==> src/common/mul_pkg.sv <==
`default_nettype none

package mul_pkg;

  localparam int OP_W      = 32;
  localparam int PROD_W    = 64;
  localparam int NUM_BOOTH = 17;  // Digits that can be nonzero for a 32-bit multiplier
  localparam int NUM_PP    = 34;
  localparam int CSA_GROUP = 9;
  localparam int L1_GROUPS = (NUM_PP - 1) / CSA_GROUP;  // Full 9:2 groups at level one

  typedef logic [OP_W-1:0]   operand_t;
  typedef logic [PROD_W-1:0] prod_t;

  typedef struct packed {
    logic     negate;
    operand_t a;
    operand_t b;
  } mul_req_t;

  // One-hot Booth digit select
  typedef logic [4:0] booth_sel_t;

  localparam booth_sel_t SEL_ZERO = 5'b0_0001;
  localparam booth_sel_t SEL_NEG1 = 5'b0_0010;
  localparam booth_sel_t SEL_POS1 = 5'b0_0100;
  localparam booth_sel_t SEL_NEG2 = 5'b0_1000;
  localparam booth_sel_t SEL_POS2 = 5'b1_0000;

  typedef prod_t [NUM_PP-1:0] pp_array_t;

  // Carry already shifted to its own weight
  typedef struct packed {
    prod_t sum;
    prod_t carry;
  } sum_carry_t;

  // Returns {carry, sum}
  function automatic logic [1:0] full_add(input logic x, input logic y, input logic z);
    return {(x & y) | (y & z) | (x & z), x ^ y ^ z};
  endfunction

  // Returns {cout, carry, sum}
  // cout comes from the first adder only, so it never depends on cin
  function automatic logic [2:0] compress_4to2(input logic [3:0] x, input logic cin);
    logic [1:0] lo;
    logic [1:0] hi;
    lo = full_add(x[0], x[1], x[2]);
    hi = full_add(x[3], lo[0], cin);
    return {lo[1], hi};
  endfunction

endpackage

`default_nettype wire

==> src/booth/booth_pp_gen.sv <==
`timescale 1ns/1ps
`default_nettype none

module booth_pp_gen (
  input  mul_pkg::mul_req_t  req,
  output mul_pkg::pp_array_t rows
);
  import mul_pkg::*;

  logic [OP_W+2:0]          mier;  // Multiplier with a zero below bit 0
  prod_t                    mand;
  booth_sel_t [NUM_PP-2:0]  sel;
  logic [NUM_PP-2:0]        inc;   // Negation increment per digit

  // Inverting the triplet negates the digit
  function automatic booth_sel_t booth_enc(input logic neg, input logic [2:0] trip);
    case ({3{neg}} ^ trip)
      3'b001, 3'b010: booth_enc = SEL_POS1;
      3'b011:         booth_enc = SEL_POS2;
      3'b100:         booth_enc = SEL_NEG2;
      3'b101, 3'b110: booth_enc = SEL_NEG1;
      default:        booth_enc = SEL_ZERO;
    endcase
  endfunction

  // Inverting the full word keeps the row sign-extended up to bit 63
  function automatic prod_t booth_mux(input booth_sel_t s, input prod_t m);
    case (s)
      SEL_POS1: booth_mux = m;
      SEL_NEG1: booth_mux = ~m;
      SEL_POS2: booth_mux = m << 1;
      SEL_NEG2: booth_mux = ~(m << 1);
      default:  booth_mux = '0;
    endcase
  endfunction

  assign mier = {2'b00, req.b, 1'b0};
  assign mand = {{(PROD_W-OP_W){1'b0}}, req.a};

  genvar j;

  for (j = 0; j < NUM_PP - 1; j++) begin : g_digit
    if (j < NUM_BOOTH) begin : g_live
      assign sel[j] = booth_enc(req.negate, mier[2*j +: 3]);
    end else begin : g_pad
      // Padding triplets 000 and 111 both mean zero
      assign sel[j] = SEL_ZERO;
    end
    assign inc[j] = (sel[j] == SEL_NEG1) || (sel[j] == SEL_NEG2);
  end

  for (j = 0; j < NUM_PP; j++) begin : g_row
    prod_t digit_part;
    prod_t inc_part;

    if (j < NUM_PP - 1) begin : g_dig
      assign digit_part = booth_mux(sel[j], mand) << (2 * j);
    end else begin : g_no_dig
      assign digit_part = '0;  // Top row only takes the last increment
    end

    if (j > 0) begin : g_inc
      assign inc_part = prod_t'(inc[j-1]) << (2 * (j - 1));
    end else begin : g_no_inc
      assign inc_part = '0;
    end

    assign rows[j] = digit_part | inc_part;  // Fields never overlap
  end

endmodule

`default_nettype wire

==> src/csa_tree/csa_6to2.sv <==
`timescale 1ns/1ps
`default_nettype none

module csa_6to2 (
  input  logic [5:0] in,
  input  logic [2:0] cin,
  output logic [2:0] cout,
  output logic       sum,
  output logic       carry
);
  import mul_pkg::*;

  logic [1:0] fa0;  // {carry, sum}
  logic [1:0] fa1;
  logic [2:0] c42;

  assign fa0 = full_add(in[0], in[1], in[2]);
  assign fa1 = full_add(in[3], in[4], in[5]);

  // Lower two lateral carries go straight to the next column
  assign cout[0] = fa0[1];
  assign cout[1] = fa1[1];

  assign c42 = compress_4to2({cin[1], cin[0], fa1[0], fa0[0]}, cin[2]);

  assign cout[2] = c42[2];
  assign carry   = c42[1];
  assign sum     = c42[0];

endmodule

`default_nettype wire

==> src/csa_tree/csa_9to2.sv <==
`timescale 1ns/1ps
`default_nettype none

module csa_9to2 (
  input  logic [8:0] in,
  input  logic [5:0] cin,
  output logic [5:0] cout,
  output logic       sum,
  output logic       carry
);
  import mul_pkg::*;

  logic [1:0] fa0;
  logic [1:0] fa1;
  logic [1:0] fa2;
  logic [2:0] sums;

  assign fa0 = full_add(in[0], in[1], in[2]);
  assign fa1 = full_add(in[3], in[4], in[5]);
  assign fa2 = full_add(in[6], in[7], in[8]);

  assign sums = {fa2[0], fa1[0], fa0[0]};

  assign cout[0] = fa0[1];
  assign cout[1] = fa1[1];
  assign cout[2] = fa2[1];

  // Three local sums plus three incoming carries fill the 6:2 inputs
  csa_6to2 u_6to2 (
    .in    ({cin[2:0], sums}),
    .cin   (cin[5:3]),
    .cout  (cout[5:3]),
    .sum   (sum),
    .carry (carry)
  );

endmodule

`default_nettype wire

==> src/csa_tree/wallace_tree.sv <==
`timescale 1ns/1ps
`default_nettype none

module wallace_tree (
  input  mul_pkg::pp_array_t  rows,
  output mul_pkg::sum_carry_t result
);
  import mul_pkg::*;

  wire [L1_GROUPS:0][PROD_W-1:0]     l1_sum;
  wire [L1_GROUPS:0][PROD_W-1:0]     l1_carry;
  wire [L1_GROUPS-1:0][PROD_W:0][5:0] l1_lat;
  wire [PROD_W:0][2:0]               l1_lat6;
  wire [CSA_GROUP-1:0][PROD_W-1:0]   l2_in;
  wire [PROD_W:0][5:0]               l2_lat;
  wire [PROD_W-1:0]                  l2_sum;
  wire [PROD_W-1:0]                  l2_carry;

  genvar g;
  genvar i;

  // Level one, rows 0 to 26 in groups of nine
  for (g = 0; g < L1_GROUPS; g++) begin : g_l1
    assign l1_lat[g][0] = '0;
    for (i = 0; i < PROD_W; i++) begin : g_bit
      logic [CSA_GROUP-1:0] col;
      always_comb begin
        for (int k = 0; k < CSA_GROUP; k++) begin
          col[k] = rows[g*CSA_GROUP+k][i];
        end
      end
      csa_9to2 u_csa (
        .in    (col),
        .cin   (l1_lat[g][i]),
        .cout  (l1_lat[g][i+1]),
        .sum   (l1_sum[g][i]),
        .carry (l1_carry[g][i])
      );
    end
  end

  // Remaining six digit rows
  assign l1_lat6[0] = '0;
  for (i = 0; i < PROD_W; i++) begin : g_l1_six
    logic [5:0] col;
    always_comb begin
      for (int k = 0; k < 6; k++) begin
        col[k] = rows[L1_GROUPS*CSA_GROUP+k][i];
      end
    end
    csa_6to2 u_csa (
      .in    (col),
      .cin   (l1_lat6[i]),
      .cout  (l1_lat6[i+1]),
      .sum   (l1_sum[L1_GROUPS][i]),
      .carry (l1_carry[L1_GROUPS][i])
    );
  end

  for (g = 0; g <= L1_GROUPS; g++) begin : g_l2_in
    assign l2_in[2*g]   = l1_sum[g];
    assign l2_in[2*g+1] = {l1_carry[g][PROD_W-2:0], 1'b0};
  end
  assign l2_in[CSA_GROUP-1] = rows[NUM_PP-1];

  // Level two, eight vectors plus the last increment row
  assign l2_lat[0] = '0;
  for (i = 0; i < PROD_W; i++) begin : g_l2
    logic [CSA_GROUP-1:0] col;
    always_comb begin
      for (int k = 0; k < CSA_GROUP; k++) begin
        col[k] = l2_in[k][i];
      end
    end
    csa_9to2 u_csa (
      .in    (col),
      .cin   (l2_lat[i]),
      .cout  (l2_lat[i+1]),
      .sum   (l2_sum[i]),
      .carry (l2_carry[i])
    );
  end

  assign result = {l2_sum, l2_carry[PROD_W-2:0], 1'b0};  // sum then shifted carry

endmodule

`default_nettype wire

==> src/rtl/booth_mul_top.sv <==
`timescale 1ns/1ps
`default_nettype none

module booth_mul_top (
  input  logic              clk,
  input  logic              rst_n,
  input  logic              enable,
  input  logic              negate,
  input  mul_pkg::operand_t a,
  input  mul_pkg::operand_t b,
  output mul_pkg::prod_t    product,
  output logic              product_valid
);
  import mul_pkg::*;

  mul_req_t   req_in;
  mul_req_t   req_q;
  logic       req_valid;
  pp_array_t  rows;
  sum_carry_t sc_d;
  sum_carry_t sc_q;
  logic       sc_valid;

  assign req_in = '{negate: negate, a: a, b: b};

  // Stage 1
  pipe_reg #(.payload_t(mul_req_t)) u_in_reg (
    .clk       (clk),
    .rst_n     (rst_n),
    .load      (enable),
    .d         (req_in),
    .q         (req_q),
    .valid_out (req_valid)
  );

  booth_pp_gen u_pp_gen (
    .req  (req_q),
    .rows (rows)
  );

  wallace_tree u_tree (
    .rows   (rows),
    .result (sc_d)
  );

  // Stage 2
  pipe_reg #(.payload_t(sum_carry_t)) u_mid_reg (
    .clk       (clk),
    .rst_n     (rst_n),
    .load      (req_valid),
    .d         (sc_d),
    .q         (sc_q),
    .valid_out (sc_valid)
  );

  // Stage 3
  product_stage u_product (
    .clk           (clk),
    .rst_n         (rst_n),
    .valid_in      (sc_valid),
    .sc            (sc_q),
    .product       (product),
    .product_valid (product_valid)
  );

  // Every accepted request comes out three cycles later, and nothing else does
  a_latency: assert property (@(posedge clk) disable iff (!rst_n)
    enable |-> ##3 product_valid);
  a_no_phantom: assert property (@(posedge clk) disable iff (!rst_n)
    product_valid |-> $past(enable, 3));

endmodule

`default_nettype wire

==> src/rtl/pipe_reg.sv <==
`timescale 1ns/1ps
`default_nettype none

module pipe_reg #(
  parameter type payload_t = logic
) (
  input  logic     clk,
  input  logic     rst_n,
  input  logic     load,
  input  payload_t d,
  output payload_t q,
  output logic     valid_out
);

  always_ff @(posedge clk or negedge rst_n) begin
    if (!rst_n) begin
      valid_out <= 1'b0;
    end else begin
      valid_out <= load;
    end
  end

  always_ff @(posedge clk) begin
    if (load) begin
      q <= d;  // Holds otherwise
    end
  end

  // The strobe chain upstream must stay clean once out of reset
  a_valid_known: assert property (@(posedge clk) disable iff (!rst_n)
    !$isunknown(valid_out));

endmodule

`default_nettype wire

==> src/rtl/product_stage.sv <==
`timescale 1ns/1ps
`default_nettype none

module product_stage (
  input  logic                clk,
  input  logic                rst_n,
  input  logic                valid_in,
  input  mul_pkg::sum_carry_t sc,
  output mul_pkg::prod_t      product,
  output logic                product_valid
);
  import mul_pkg::*;

  prod_t hs;
  prod_t hc;
  prod_t total;

  // Last carry-save layer with the third input tied low
  always_comb begin
    for (int i = 0; i < PROD_W; i++) begin
      {hc[i], hs[i]} = full_add(sc.sum[i], sc.carry[i], 1'b0);
    end
  end

  assign total = hs + {hc[PROD_W-2:0], 1'b0};  // Wraps mod 2^64

  always_ff @(posedge clk or negedge rst_n) begin
    if (!rst_n) begin
      product_valid <= 1'b0;
    end else begin
      product_valid <= valid_in;
    end
  end

  always_ff @(posedge clk) begin
    if (valid_in) begin
      product <= total;
    end
  end

  // A flagged product must come from fully defined operands through the whole tree
  a_product_known: assert property (@(posedge clk) disable iff (!rst_n)
    product_valid |-> !$isunknown(product));

endmodule

`default_nettype wire
==> config.mk <==
export PLATFORM = sky130hd
export DESIGN_NAME = booth_mul_top
export DESIGN_NICKNAME = d
export VERILOG_FILES = /design/src/common/mul_pkg.sv /design/src/booth/booth_pp_gen.sv /design/src/csa_tree/csa_6to2.sv /design/src/csa_tree/csa_9to2.sv /design/src/csa_tree/wallace_tree.sv /design/src/rtl/booth_mul_top.sv /design/src/rtl/pipe_reg.sv /design/src/rtl/product_stage.sv
export SDC_FILE = /design/constraint.sdc
export NUM_CORES = 2
export LEC_CHECK = 0
export ABC_AREA = 1
export BUFFER_PORTS_ARGS = -buffer_cell sky130_fd_sc_hd__buf_2
export CORE_ASPECT_RATIO = 0.5
export CORE_MARGIN = 2
export CORE_UTILIZATION = 60
export CTS_CLUSTER_DIAMETER = 120
export CTS_CLUSTER_SIZE = 30
export DETAILED_ROUTE_END_ITERATION = 6
export PLACE_DENSITY = 0.89
export SETUP_SLACK_MARGIN = 0.5
export SYNTH_ARGS = -nofsm -noshare
export SYNTH_HDL_FRONTEND = slang
export SYNTH_SLANG_ARGS = --single-unit
export TNS_END_PERCENT = 1
==> constraint.sdc <==
create_clock -name clk -period 9.59 [get_ports clk]
set_clock_uncertainty 0.1 [all_clocks]
set_input_delay 1.4385 -clock clk [delete_from_list [all_inputs] [get_ports clk]]
set_output_delay 1.4385 -clock clk [all_outputs]
set_load 0.02 [all_outputs]
==> flow_summary.rst <==
.. list-table::
   :header-rows: 1

   * - Metric
     - Value
   * - Area of the die
     - 74900 um2
   * - Drt total wl
     - 171000 um
   * - Skew-Pair Late Insertion Delay
     - 0.60 ns
   * - Top cell types by occurrence after synthesis
     - 1552 x nand2_1, 957 x inv_1, 551 x fa_1, 519 x o21ai_0, 341 x ha_1
   * - Data required time at the worst endpoint
     - 9.83 ns
   * - Root Buffer Master
     - clkbuf_16
   * - Routed wire length per instance
     - 26.1 um
   * - Netlist area before placement
     - 43600 um2
   * - Starting utilization of the core area
     - 61.0%
   * - Number of setup violations in the final report
     - 0
   * - CP most frequent cell
     - inv_1
   * - Total placed cells including tap cells
     - 6506
   * - Hold buffers post-CTS
     - 0
   * - Area inside the core boundary
     - 71400 um2
   * - Non-filler cells in the finished layout
     - 6537
   * - Crit path arrival time
     - 8.28 ns
   * - Number of antenna violations at the first check in global routing
     - 11
   * - Synth async-reset ratio
     - 1.19%
   * - Post-DP HPWL
     - 123000 um
   * - Clock sink count
     - 253
   * - Most frequent cell after synthesis
     - nand2_1
   * - DIE HEIGHT
     - 195 um
   * - RSZ-0062 raised after global routing
     - false
   * - Clock slew at reported path FFs
     - 0.12 ns
   * - Number of buffers added for setup after CTS
     - 0
   * - H-tree lvl count
     - 1
   * - Run status
     - finished with violations
   * - Mapped Nets
     - 6681
   * - Worst-path fanout max
     - 30
   * - Avg Synthesized Cell Area
     - 7.62 um2
   * - Relative slew margins
     - 10.8%
   * - Post-route clock period utilization
     - 83.8%
   * - Worst path bufs/invs
     - 8
   * - Routed vias
     - 41962
   * - Gate family responsible for the most delay along the worst path
     - adder cells
   * - Share of the yosys chip area belonging to registers
     - 17.4%
   * - Number of buffers created by CTS
     - 13
   * - Hold Startpoint
     - u_mid_reg.q[68]
   * - Critical path's largest stage delay
     - 0.83 ns
   * - Total negative setup slack
     - 0 ns
   * - Cell type with the highest aggregate area in the netlist
     - fa_1
   * - Hold slack final
     - 0.341 ns
   * - Final global-route overflow total
     - 0
   * - Number of slew-limit violations in the final report
     - 0
   * - Final Net Count
     - 6523
   * - Hold endpoint
     - u_product.product[4]
   * - Series of cell instances along the critical path
     - xnor2_1 > or2_1 > nand2_1 > nor2_1 > inv_1 > o21ai_0 > nor2_1 > fa_1 > inv_1 > fa_1 > inv_1 > fa_1 > inv_1 > fa_1 > inv_1 > fa_1 > inv_1 > ha_1 > inv_1 > fa_1 > inv_1 > ha_1
   * - Least-Margin Pin Slew
     - 1.34 ns
   * - Largest net degree at the start of global routing
     - 82
   * - Syn-to-layout area delta
     - 3.64%
   * - GRT Util Overall
     - 45.0%
   * - Count of flip-flops with a built-in enable after synthesis
     - 250
   * - Yosys Warn Count
     - 0
   * - Count of boundary I/O pins
     - 133
   * - Gate count after technology mapping
     - 5721
   * - Final Hold Vio Count
     - 0
   * - Standard cell with the maximum stage delay on the critical path
     - inv_1
   * - RR Startpoint
     - u_in_reg.q[64]
   * - Destination of the worst register-to-register timing path
     - u_mid_reg.q[92]
   * - Buffer depth of the longest clock path
     - 3
   * - Rows
     - 69
   * - Count of fill cells added during filler insertion
     - 6116
   * - Share of post-route cells with drive strength above 1
     - 5.80%
   * - Horizontal die dimension
     - 385 um
   * - Vias in the first global route
     - 39985
   * - Setup slack of the most critical reg-to-reg path
     - 1.55 ns
   * - Routability Congestion
     - 1.08
   * - Number of maximum-capacitance constraint violations
     - 0
   * - Synth unique cells
     - 44
   * - Share of the core filled with cells
     - 63.3%
   * - Length of the first detailed-routing pass in iterations
     - 7
   * - Setup Crit Path Kind
     - flop to flop
   * - Number of DRC markers after the initial detailed-route iteration
     - 6940
   * - Hold path depth
     - 0
   * - CTS tree
     - done
   * - Resized Gates After CTS
     - 0
   * - Fraction of synthesized cell area taken by the top area cell type
     - 25.3%
   * - Min Tclk post-route
     - 8.04 ns
   * - Reg2reg path depth
     - 22
   * - Main area contributors after synthesis
     - fa_1 25%, edfxtp_1 17%, nand2_1 13%
   * - Input/output buffers
     - 132
   * - Worst hold path class
     - flop to flop
   * - Synthesized flop and latch total
     - 253
   * - Remaining DRCs
     - 209
   * - Violated checks
     - DRC
   * - Highest Clock Rate
     - 124 MHz
   * - Antenna Nets Post-Route
     - 0
   * - Vias per cell
     - 6.42
   * - Element type at the critical path start
     - flop
   * - Setup crit end kind
     - flop
   * - First-pass GRT wire length
     - 249000 um
   * - Most frequently used flop master after synthesis
     - edfxtp_1
[state kept, by name, indices dropped and copies added, names as in the netlist]
name / count
u_product.product: 64
u_product.product_valid: 1
u_mid_reg.valid_out: 1
u_mid_reg.q: 121
u_in_reg.q: 65
u_in_reg.valid_out: 1
[routing by layer]
| layer | GRT usage (%) | routed length (um) | vias to the layer above |
|---|---|---|---|
| met5 | 6.19 | 749 | - |
| met4 | 19.7 | 10800 | 24 |
| met3 | 28.7 | 35800 | 961 |
| met2 | 58.7 | 62400 | 3793 |
| met1 | 57.6 | 61000 | 19273 |
| li1 | - | - | 17911 |
[cell type report]
type | instances | area [um2] | area share [%]
Clock buffer | 17 | 340 | 0.754
Sequential cell | 253 | 7590 | 16.8
Tap cell | 958 | 1200 | 2.65
Antenna cell | 9 | 22.5 | 0.0499
Multi-Input combinational cell | 4076 | 30800 | 68.1
Timing Repair Buffer | 245 | 1510 | 3.35
Inverter | 974 | 3660 | 8.10
Clock inverter | 5 | 93.8 | 0.208
[cell usage in the layout (no fill, tap or decap), types with 27 or more instances in the layout]
cell type / synthesis / routed
nand2_1: 1552 / 1551
inv_1: 957 / 951
fa_1: 551 / 551
o21ai_0: 519 / 519
ha_1: 341 / 340
o211ai_1: 270 / 270
nor2_1: 277 / 267
edfxtp_1: 250 / 250
a21oi_1: 132 / 131
buf_2: 75 / 131
buf_4: 7 / 114
a211oi_1: 113 / 113
nand3_1: 90 / 80
xnor2_1: 39 / 38
xor2_1: 37 / 37
o221ai_1: 27 / 27
[cells by family (layout without fill, tap and decap cells)]
group | after synthesis | count (layout) | synth area share [%]
AND/OR/NAND/NOR | 1984 | 1984 | 17.7
buffers and inverters | 1392 | 1241 | 12.4
AO/OA/AOI/OAI | 1116 | 1116 | 15.5
adder cells (fa/ha/maj) | 892 | 892 | 35.1
flip-flops | 253 | 253 | 17.4
XOR/XNOR | 84 | 84 | 1.90
other | 0 | 9 | 0
[how the worst max path moves through the flow]
stage | startpoint | endpoint | slack, ns | depth (start not counted)
2_1_floorplan | u_in_reg.q[64] | u_mid_reg.q[127] | 1.81 | 26
3_3_place_gp | u_in_reg.q[64] | u_mid_reg.q[127] | 2.01 | 24
3_5_place_dp | u_in_reg.q[64] | u_mid_reg.q[127] | 1.82 | 24
4_1_cts | u_in_reg.q[64] | u_mid_reg.q[127] | 1.86 | 24
5_1_grt | u_in_reg.q[64] | u_mid_reg.q[127] | 1.42 | 25
6_report | u_in_reg.q[64] | u_mid_reg.q[92] | 1.55 | 22
[stage by stage]
step	setup slack (ns)	area, um2
3_5_place_dp	1.82	44700
5_1_grt	1.42	45100
6_report	1.55	45200
3_3_place_gp	2.01	44700
4_1_cts	1.86	45100
2_1_floorplan	1.81	43600
[worst register-to-register path, stage by stage, from the launching register on]
cell and delay, ns:
edfxtp_1 0.56, xnor2_1 0.64, or2_1 0.25, nand2_1 0.09
nor2_1 0.59, inv_1 0.83, o21ai_0 0.40, nor2_1 0.11
fa_1 0.52, inv_1 0.05, fa_1 0.50, inv_1 0.06
fa_1 0.53, inv_1 0.05, fa_1 0.72, inv_1 0.10
fa_1 0.49, inv_1 0.04, ha_1 0.27, inv_1 0.05
fa_1 0.53, inv_1 0.04, ha_1 0.27
Power is not shown: default switching activity piles up to over one toggle a cycle in this logic, so the estimate is an artifact.
